**src/hw/syscfg_pkg.sv**
```systemverilog
package syscfg_pkg;

    // ------------------------------------------------------------
    // sizes
    // ------------------------------------------------------------

    localparam int NO_TGTS   = 4;
    localparam int CMD_DEPTH = 4;
    localparam int IRQ_WIDTH = 8;

    localparam int Q_PTR_W = $clog2(CMD_DEPTH);
    localparam int Q_CNT_W = $clog2(CMD_DEPTH + 1);

    typedef logic [3:0]           addr_t;     // {tgt, reg} word address.
    typedef logic [1:0]           tgt_t;
    typedef logic [1:0]           reg_t;
    typedef logic [31:0]          data_t;
    typedef logic [31:0]          boot_addr_t;
    typedef logic [IRQ_WIDTH-1:0] irq_vec_t;
    typedef logic [NO_TGTS-1:0]   tgt_vec_t;  // one bit per target.
    typedef logic [Q_PTR_W-1:0]   q_ptr_t;
    typedef logic [Q_CNT_W-1:0]   q_cnt_t;

    // only target 0 comes up on its own.
    localparam tgt_vec_t BOOTSTRAP_MASK = 4'b0001;

    // ------------------------------------------------------------
    // register map
    // ------------------------------------------------------------

    localparam reg_t REG_CTRL = 2'd0;
    localparam reg_t REG_BOOT = 2'd1;
    localparam reg_t REG_MASK = 2'd2;
    localparam reg_t REG_STAT = 2'd3; // read only.

    localparam int CTRL_RST_BIT   = 0;
    localparam int CTRL_PAUSE_BIT = 1;
    localparam int CTRL_PACK_BIT  = 2; // live pause_ack on read.

    typedef enum logic [1:0] {DEC_IDLE, DEC_PUSH, DEC_WAIT_RSP, DEC_DONE} dec_state_t;
    typedef enum logic [1:0] {Q_IDLE, Q_REQ, Q_WAIT_LOW} q_state_t;
    typedef enum logic {BANK_IDLE, BANK_ACK} bank_state_t;

endpackage

```
**src/hw/syscfg_cmd_if.sv**
```systemverilog
interface syscfg_cmd_if import syscfg_pkg::*; ();

    logic  req;
    logic  ack;
    logic  we;
    tgt_t  tgt;
    reg_t  rg;
    data_t wdata;

    // fields stay put while req is high.
    modport prod (
        output req,
        output we,
        output tgt,
        output rg,
        output wdata,
        input  ack
    );

    modport cons (
        input  req,
        input  we,
        input  tgt,
        input  rg,
        input  wdata,
        output ack
    );

endinterface

```
**src/hw/syscfg_cmd_queue.sv**
```systemverilog
module syscfg_cmd_queue import syscfg_pkg::*; (
    input logic clk,
    input logic rst,

    syscfg_cmd_if.cons in_cmd,
    syscfg_cmd_if.prod out_cmd
);

    logic  mem_we    [CMD_DEPTH];
    tgt_t  mem_tgt   [CMD_DEPTH];
    reg_t  mem_rg    [CMD_DEPTH];
    data_t mem_wdata [CMD_DEPTH];

    q_ptr_t   wr_ptr;
    q_ptr_t   rd_ptr;
    q_cnt_t   count;
    q_state_t state;

    logic full;
    logic push;
    logic pop;

    assign full = (count == q_cnt_t'(CMD_DEPTH));
    assign push = in_cmd.req && !in_cmd.ack && !full; // new request only.
    assign pop  = (state == Q_REQ) && out_cmd.ack;

    // ------------------------------------------------------------
    // input side
    // ------------------------------------------------------------

    always_ff @(posedge clk) begin
        if (rst) begin
            in_cmd.ack <= 1'b0;
            wr_ptr     <= '0;
        end else if (in_cmd.ack) begin
            if (!in_cmd.req) in_cmd.ack <= 1'b0;
        end else if (push) begin
            in_cmd.ack <= 1'b1;
            wr_ptr     <= wr_ptr + q_ptr_t'(1);
        end
    end

    always_ff @(posedge clk) begin
        if (push) begin
            mem_we[wr_ptr]    <= in_cmd.we;
            mem_tgt[wr_ptr]   <= in_cmd.tgt;
            mem_rg[wr_ptr]    <= in_cmd.rg;
            mem_wdata[wr_ptr] <= in_cmd.wdata;
        end
    end

    always_ff @(posedge clk) begin
        if (rst) begin
            count <= '0;
        end else begin
            case ({push, pop})
                2'b10:   count <= count + q_cnt_t'(1);
                2'b01:   count <= count - q_cnt_t'(1);
                default: ;
            endcase
        end
    end

    // ------------------------------------------------------------
    // output side
    // ------------------------------------------------------------

    assign out_cmd.we    = mem_we[rd_ptr];    // head entry.
    assign out_cmd.tgt   = mem_tgt[rd_ptr];
    assign out_cmd.rg    = mem_rg[rd_ptr];
    assign out_cmd.wdata = mem_wdata[rd_ptr];

    always_ff @(posedge clk) begin
        if (rst) begin
            state       <= Q_IDLE;
            out_cmd.req <= 1'b0;
            rd_ptr      <= '0;
        end else begin
            case (state)
                Q_IDLE: begin
                    if (count != '0) begin
                        out_cmd.req <= 1'b1;
                        state       <= Q_REQ;
                    end
                end
                Q_REQ: begin
                    if (pop) begin
                        out_cmd.req <= 1'b0;
                        rd_ptr      <= rd_ptr + q_ptr_t'(1);
                        state       <= Q_WAIT_LOW;
                    end
                end
                Q_WAIT_LOW: begin
                    if (!out_cmd.ack) state <= Q_IDLE;
                end
                default: state <= Q_IDLE;
            endcase
        end
    end

endmodule

```
**src/hw/syscfg_reg_decoder.sv**
```systemverilog
module syscfg_reg_decoder import syscfg_pkg::*; (
    input  logic  clk,
    input  logic  rst,

    input  logic  bus_req,
    input  logic  bus_we,
    input  addr_t bus_addr,
    input  data_t bus_wdata,
    output logic  bus_ack,
    output data_t bus_rdata,

    syscfg_cmd_if.prod cmd,

    input  logic  rsp_valid,
    input  data_t rsp_data
);

    dec_state_t state;

    // ------------------------------------------------------------
    // bus handshake and command push
    // ------------------------------------------------------------

    always_ff @(posedge clk) begin
        if (rst) begin
            state   <= DEC_IDLE;
            bus_ack <= 1'b0;
            cmd.req <= 1'b0;
        end else begin
            case (state)
                DEC_IDLE: begin
                    // previous command must be fully closed.
                    if (bus_req && !cmd.ack) begin
                        cmd.req <= 1'b1;
                        state   <= DEC_PUSH;
                    end
                end
                DEC_PUSH: begin
                    if (cmd.ack) begin
                        cmd.req <= 1'b0;
                        if (cmd.we) begin
                            bus_ack <= 1'b1; // posted write.
                            state   <= DEC_DONE;
                        end else begin
                            state <= DEC_WAIT_RSP;
                        end
                    end
                end
                DEC_WAIT_RSP: begin
                    if (rsp_valid) begin
                        bus_ack <= 1'b1;
                        state   <= DEC_DONE;
                    end
                end
                DEC_DONE: begin
                    if (!bus_req) begin
                        bus_ack <= 1'b0;
                        state   <= DEC_IDLE;
                    end
                end
                default: state <= DEC_IDLE;
            endcase
        end
    end

    // ------------------------------------------------------------
    // payload
    // ------------------------------------------------------------

    always_ff @(posedge clk) begin
        if (state == DEC_IDLE && bus_req && !cmd.ack) begin
            cmd.we             <= bus_we;
            {cmd.tgt, cmd.rg}  <= bus_addr;  // upper bits pick the target.
            cmd.wdata          <= bus_wdata;
        end
    end

    // held until the next read completes.
    always_ff @(posedge clk) begin
        if (state == DEC_WAIT_RSP && rsp_valid) begin
            bus_rdata <= rsp_data;
        end
    end

endmodule

```
**src/hw/syscfg_tgt_bank.sv**
```systemverilog
module syscfg_tgt_bank import syscfg_pkg::*; (
    input  logic       clk,
    input  logic       rst,

    syscfg_cmd_if.cons cmd,

    output logic       rsp_valid,
    output data_t      rsp_data,

    input  irq_vec_t   irq_in,

    output tgt_vec_t   tgt_rst,
    output tgt_vec_t   pause_req,
    input  tgt_vec_t   pause_ack,
    output boot_addr_t boot_addr [NO_TGTS],
    output tgt_vec_t   tgt_irq
);

    bank_state_t state;
    irq_vec_t    mask [NO_TGTS];
    data_t       rd_val;
    logic        take;

    // command applied in the cycle it is acknowledged.
    assign take = (state == BANK_IDLE) && cmd.req;

    // ------------------------------------------------------------
    // handshake
    // ------------------------------------------------------------

    always_ff @(posedge clk) begin
        if (rst) begin
            state     <= BANK_IDLE;
            cmd.ack   <= 1'b0;
            rsp_valid <= 1'b0;
        end else begin
            case (state)
                BANK_IDLE: begin
                    if (take) begin
                        cmd.ack   <= 1'b1;
                        rsp_valid <= !cmd.we; // reads only.
                        state     <= BANK_ACK;
                    end
                end
                BANK_ACK: begin
                    rsp_valid <= 1'b0;
                    if (!cmd.req) begin
                        cmd.ack <= 1'b0;
                        state   <= BANK_IDLE;
                    end
                end
                default: state <= BANK_IDLE;
            endcase
        end
    end

    // ------------------------------------------------------------
    // target registers
    // ------------------------------------------------------------

    always_ff @(posedge clk) begin
        if (rst) begin
            tgt_rst   <= ~BOOTSTRAP_MASK;
            pause_req <= '0;
            for (int i = 0; i < NO_TGTS; i++) begin
                boot_addr[i] <= '0;
                mask[i]      <= '0;
            end
        end else if (take && cmd.we) begin
            case (cmd.rg)
                REG_CTRL: begin
                    tgt_rst[cmd.tgt]   <= cmd.wdata[CTRL_RST_BIT];
                    pause_req[cmd.tgt] <= cmd.wdata[CTRL_PAUSE_BIT];
                end
                REG_BOOT: boot_addr[cmd.tgt] <= cmd.wdata;
                REG_MASK: mask[cmd.tgt]      <= cmd.wdata[IRQ_WIDTH-1:0];
                default:  ;                  // stat ignores writes.
            endcase
        end
    end

    // ------------------------------------------------------------
    // read path
    // ------------------------------------------------------------

    always_comb begin
        rd_val = '0;
        case (cmd.rg)
            REG_CTRL: begin
                rd_val[CTRL_RST_BIT]   = tgt_rst[cmd.tgt];
                rd_val[CTRL_PAUSE_BIT] = pause_req[cmd.tgt];
                rd_val[CTRL_PACK_BIT]  = pause_ack[cmd.tgt]; // sampled live.
            end
            REG_BOOT: rd_val = boot_addr[cmd.tgt];
            REG_MASK: rd_val[IRQ_WIDTH-1:0] = mask[cmd.tgt];
            REG_STAT: rd_val[IRQ_WIDTH-1:0] = irq_in & mask[cmd.tgt];
        endcase
    end

    always_ff @(posedge clk) begin
        if (take && !cmd.we) begin
            rsp_data <= rd_val;
        end
    end

    // ------------------------------------------------------------
    // interrupts
    // ------------------------------------------------------------

    always_comb begin
        for (int i = 0; i < NO_TGTS; i++) begin
            tgt_irq[i] = |(irq_in & mask[i]);
        end
    end

endmodule

```
**src/hw/syscfg_top.sv**
```systemverilog
module syscfg_top import syscfg_pkg::*; (
    input  logic       clk,
    input  logic       rst,

    // host register bus.
    input  logic       bus_req,
    input  logic       bus_we,
    input  addr_t      bus_addr,
    input  data_t      bus_wdata,
    output logic       bus_ack,
    output data_t      bus_rdata,

    input  irq_vec_t   irq_in,

    // targets.
    output tgt_vec_t   tgt_rst,
    output tgt_vec_t   pause_req,
    input  tgt_vec_t   pause_ack,
    output boot_addr_t boot_addr [NO_TGTS],
    output tgt_vec_t   tgt_irq
);

    syscfg_cmd_if dec_cmd ();
    syscfg_cmd_if bank_cmd ();

    logic  rsp_valid;
    data_t rsp_data;

    syscfg_reg_decoder u_decoder (
        .clk       (clk),
        .rst       (rst),
        .bus_req   (bus_req),
        .bus_we    (bus_we),
        .bus_addr  (bus_addr),
        .bus_wdata (bus_wdata),
        .bus_ack   (bus_ack),
        .bus_rdata (bus_rdata),
        .cmd       (dec_cmd.prod),
        .rsp_valid (rsp_valid),
        .rsp_data  (rsp_data)
    );

    syscfg_cmd_queue u_queue (
        .clk     (clk),
        .rst     (rst),
        .in_cmd  (dec_cmd.cons),
        .out_cmd (bank_cmd.prod)
    );

    syscfg_tgt_bank u_bank (
        .clk       (clk),
        .rst       (rst),
        .cmd       (bank_cmd.cons),
        .rsp_valid (rsp_valid),
        .rsp_data  (rsp_data),
        .irq_in    (irq_in),
        .tgt_rst   (tgt_rst),
        .pause_req (pause_req),
        .pause_ack (pause_ack),
        .boot_addr (boot_addr),
        .tgt_irq   (tgt_irq)
    );

endmodule

```
**config.mk**
```make
export PLATFORM = sky130hd
export DESIGN_NAME = syscfg_top
export DESIGN_NICKNAME = d
export VERILOG_FILES = /design/src/hw/syscfg_pkg.sv /design/src/hw/syscfg_cmd_if.sv /design/src/hw/syscfg_cmd_queue.sv /design/src/hw/syscfg_reg_decoder.sv /design/src/hw/syscfg_tgt_bank.sv /design/src/hw/syscfg_top.sv
export SDC_FILE = /design/constraint.sdc
export NUM_CORES = 1
export LEC_CHECK = 0
export BUFFER_PORTS_ARGS = -buffer_cell sky130_fd_sc_hd__buf_2
export CAP_MARGIN = 40
export CORE_ASPECT_RATIO = 1.75
export CORE_MARGIN = 1.5
export CORE_UTILIZATION = 50
export DETAILED_ROUTE_END_ITERATION = 10
export PLACE_DENSITY_LB_ADDON = 0.3
export SYNTH_ARGS = -nofsm -noshare
export SYNTH_HDL_FRONTEND = slang
export SYNTH_SLANG_ARGS = --single-unit
```
**constraint.sdc**
```tcl
create_clock -name clk -period 4.28 [get_ports clk]
set_clock_uncertainty 0.15 [all_clocks]
set_input_delay 0.856 -clock clk [delete_from_list [all_inputs] [get_ports clk]]
set_output_delay 0.856 -clock clk [all_outputs]
set_load 0.02 [all_outputs]
```
==> summary.txt <==
Detailed routing
  – Final WL: 40,800 um
  – TritonRoute pass-1 iters: 4
  – 1st-iter DRT viols: 769
  – Wirelength per Cell: 20.8 um
  – Vias per cell: 5.52
  – DRC: 0
  – Antenna viol nets, final: 0
  – Via count: 10,815

Finish
  – Final #Nets: 1,539
  – Fraction of final layout cells sized beyond drive strength 1: 25.0%
  – Seq. cell area: 11,600 um^2
  – Number of fillers in the final layout: 2,710
  – Diodes inserted: 0
  – Area of the multi-input gates: 5110 um^2
  – Layout Utilization: 59.2%
  – Design area: 19,900 um^2
  – Synthesis-to-finish area growth: 16.7%

Worst setup path
  – Worst path arrival time: 3510 ps
  – R2R Path End: u_bank.boot_addr[19]
  – Crit end category: flop
  – Reg2reg setup slack: 1010 ps
  – Critical path required time: 4520 ps
  – Crit path launch type: flop
  – R2R depth: 7
  – Critical path fanouts, max: 32
  – Crit Path Category: reg2reg

Clock network
  – Hold_buf cts: 0
  – Clock H-tree levels: 2
  – CTS tree: built
  – Clk pin slew, worst setup/hold paths: 70 ps
  – Post-CTS Setup Repair Bufs: 0
  – Clk sink count: 437
  – Post_cts resized: 0
  – Num CTS Buffers: 38
  – Root Buffer: clkbuf_16
  – Clk_lat worst skew: 540 ps
  – CTS max path bufs: 3

Floorplan
  – Die Wd: 143 um
  – Ports: 225
  – Rows: 89
  – Die ar.: 35,300 um^2
  – Die Ht: 247 um
  – Initial Utilization: 50.8%
  – CORE AREA: 33,600 um^2

STA
  – Worst slew margin: 41.0%
  – Hold slack: 268 ps
  – Tightest Pin Transition: 885 ps
  – Final setup violation count: 0
  – Unrepaired setup endpoints after global routing: no
  – Fin crit share: 76.4%
  – Fin. Hold Viols: 0
  – Final min period: 3270 ps
  – Smallest setup slack after layout: 1010 ps
  – Setup_tns: 0 ps
  – Max Clock Freq: 306 MHz
  – Fin. max-slew vios: 0

GRT
  – Largest net degree at the start of global routing: 130
  – Initial antenna violation count: 0
  – Overall Global Routing Usage: 23.1%
  – Vias in the first global route: 10,534
  – First-pass GRT wire length: 60,700 um
  – GRT overflow: 0

Worst hold path
  – Hold worst-path end: u_decoder.bus_rdata[12]
  – Hold depth: 0
  – Hold Crit Class: reg2reg
  – HP Start: u_bank.rsp_data[12]

Synth
  – Post-synth top flop: edfxtp_1
  – Post-synth top cells: nand2_1 (285), edfxtp_1 (281), dfxtp_1 (156), a21oi_1 (138), nor2_1 (56)
  – EDFF count, synth: 281
  – Seq/Total Area, Yosys: 67.7%
  – Top post-synthesis cells by area: edfxtp_1 (49%), dfxtp_1 (18%), mux4_2 (7.1%)
  – #FFs+latches synth: 437
  – Cell variety after synth: 55
  – Most common cell in the netlist: nand2_1
  – Top-area cell type share of the netlist area: 49.4%
  – Syn nets: 1,328
  – Yosys top cell by area: edfxtp_1
  – Syn. warnings: 0
  – Cell Area, Synth: 17,100 um^2
  – Gate Count Post-Synth: 1,262
  – Ys async rst share: 0%
  – Syn avg cell area: 13.5 um^2

Pwr
  – Cell Pwr Density: 524 nW/um^2
  – Leak: 7.30 nW
  – Sequential power share: 51.0%
  – Combinational share of power: 17.3%
  – VDD IR max: 387 uV
  – P_int: 7.60 mW
  – Sw Share: 27.3%
  – Clock power frac: 31.7%
  – Switching pwr: 2.85 mW

Place
  – I/O Buffers: 224
  – Routability cong.: 0.968
  – Place WS: 1010 ps
  – Dpl hpwl: 28,000 um
  – Dpl cell area: 18,700 um^2

Flow run
  – # Max-Cap Violations: 0

Outcome
  – Status: finished clean
==> registers in the layout, summed over array words and instances, names as in the netlist, 2 cells and up, named ones only <==
signal	flops
u_bank.pause_req	4
u_queue.mem_tgt	8
u_decoder.cmd.rg	2
u_decoder.cmd.wdata	32
u_queue.state	2
u_queue.wr_ptr	2
u_queue.rd_ptr	2
u_decoder.cmd.tgt	2
u_queue.mem_we	4
u_decoder.bus_rdata	32
u_queue.count	3
u_bank.rsp_data	32
u_bank.boot_addr	128
u_queue.mem_rg	8
u_bank.tgt_rst	4
u_queue.mem_wdata	128
u_bank.mask	32
u_decoder.state	2
==> metrics by stage <==
| stage | power, mW | instances |
|---|---|---|
| 6_report | 10.4 | 1958 |
| 5_1_grt | 10.8 | 1958 |
| 4_1_cts | 10.5 | 1958 |
| 3_5_place_dp | 7.23 | 1888 |
| 3_3_place_gp | 7.13 | 1881 |
| 2_1_floorplan | 6.59 | 1262 |
==> cells by family after synthesis <==
group                      count (synthesis)  synth area share [%]
buffers and inverters                     98                  2.64
and+or+nand+nor                          418                  10.7
AOI/OAI and AO/OA                        189                  6.23
DFF                                      437                  67.7
adders and majority gates                 14                  1.07
xor gates and xnor gates                   6                 0.308
muxes                                    100                  11.4
==> area by class of cell <==
type	instances	area share [%]
Multi-Input combinational cell	727	25.6
Sequential cell	437	58.0
Clock buffer	56	5.59
Clock inverter	14	0.421
Inverter	22	0.414
Timing Repair Buffer	247	7.05
Tap cell	455	2.86
==> how the worst max path moves through the flow <==
stage	from	to	slack (ps)	depth (start not counted)
floorplan	bus_req	u_decoder.cmd.rg[0]	1220	2
global placement	flop	u_bank.boot_addr[119]	980	6
detailed placement	flop	u_bank.boot_addr[24]	1010	7
CTS	flop	u_bank.boot_addr[16]	990	7
global route	flop	u_bank.boot_addr[45]	780	6
finish	flop	u_bank.boot_addr[19]	1010	7
==> layout by cell type, fill, tap and decap left out, types with 13 or more instances in the layout <==
| cell | instances |
|---|---|
| clkbuf_16 | 42 |
| ha_1 | 13 |
| nand2_1 | 285 |
| buf_2 | 223 |
| buf_4 | 16 |
| a22oi_1 | 16 |
| inv_1 | 22 |
| nor2_1 | 52 |
| dfxtp_1 | 154 |
| mux4_1 | 16 |
| edfxtp_1 | 281 |
| clkbuf_1 | 13 |
| a21oi_1 | 138 |
| mux2i_1 | 26 |
| and2_1 | 24 |
| mux4_2 | 54 |
==> routing by layer <==
layer  vias up  share of wire [%]  global-route usage, %
met5         -                  0                      0
met4         0                5.2                   12.0
met3       105                5.9                   4.24
met2       392                 52                   40.3
met1      5329                 37                   27.0
li1       4989                  -                      -
==> critical path, cell delays in order, from the launching register on <==
cell and delay, ps:
dfxtp_2 520, buf_4 480, mux4_2 550, nand4b_4 350, or2_1 500, buf_4 340, nand2_1 110, a21oi_1 60
==> power by group through the flow <==
| stage | combinational [mW] | clock [mW] | sequential, mW |
|---|---|---|---|
| 3_5_place_dp | 1.81 | 0 | 5.42 |
| 4_1_cts | 1.82 | 3.38 | 5.33 |
| 6_report | 1.81 | 3.32 | 5.32 |
| 5_1_grt | 1.95 | 3.53 | 5.37 |
| 3_3_place_gp | 1.73 | 0 | 5.40 |
| 2_1_floorplan | 1.22 | 0 | 5.37 |
Power figures use the tool's default switching activity.
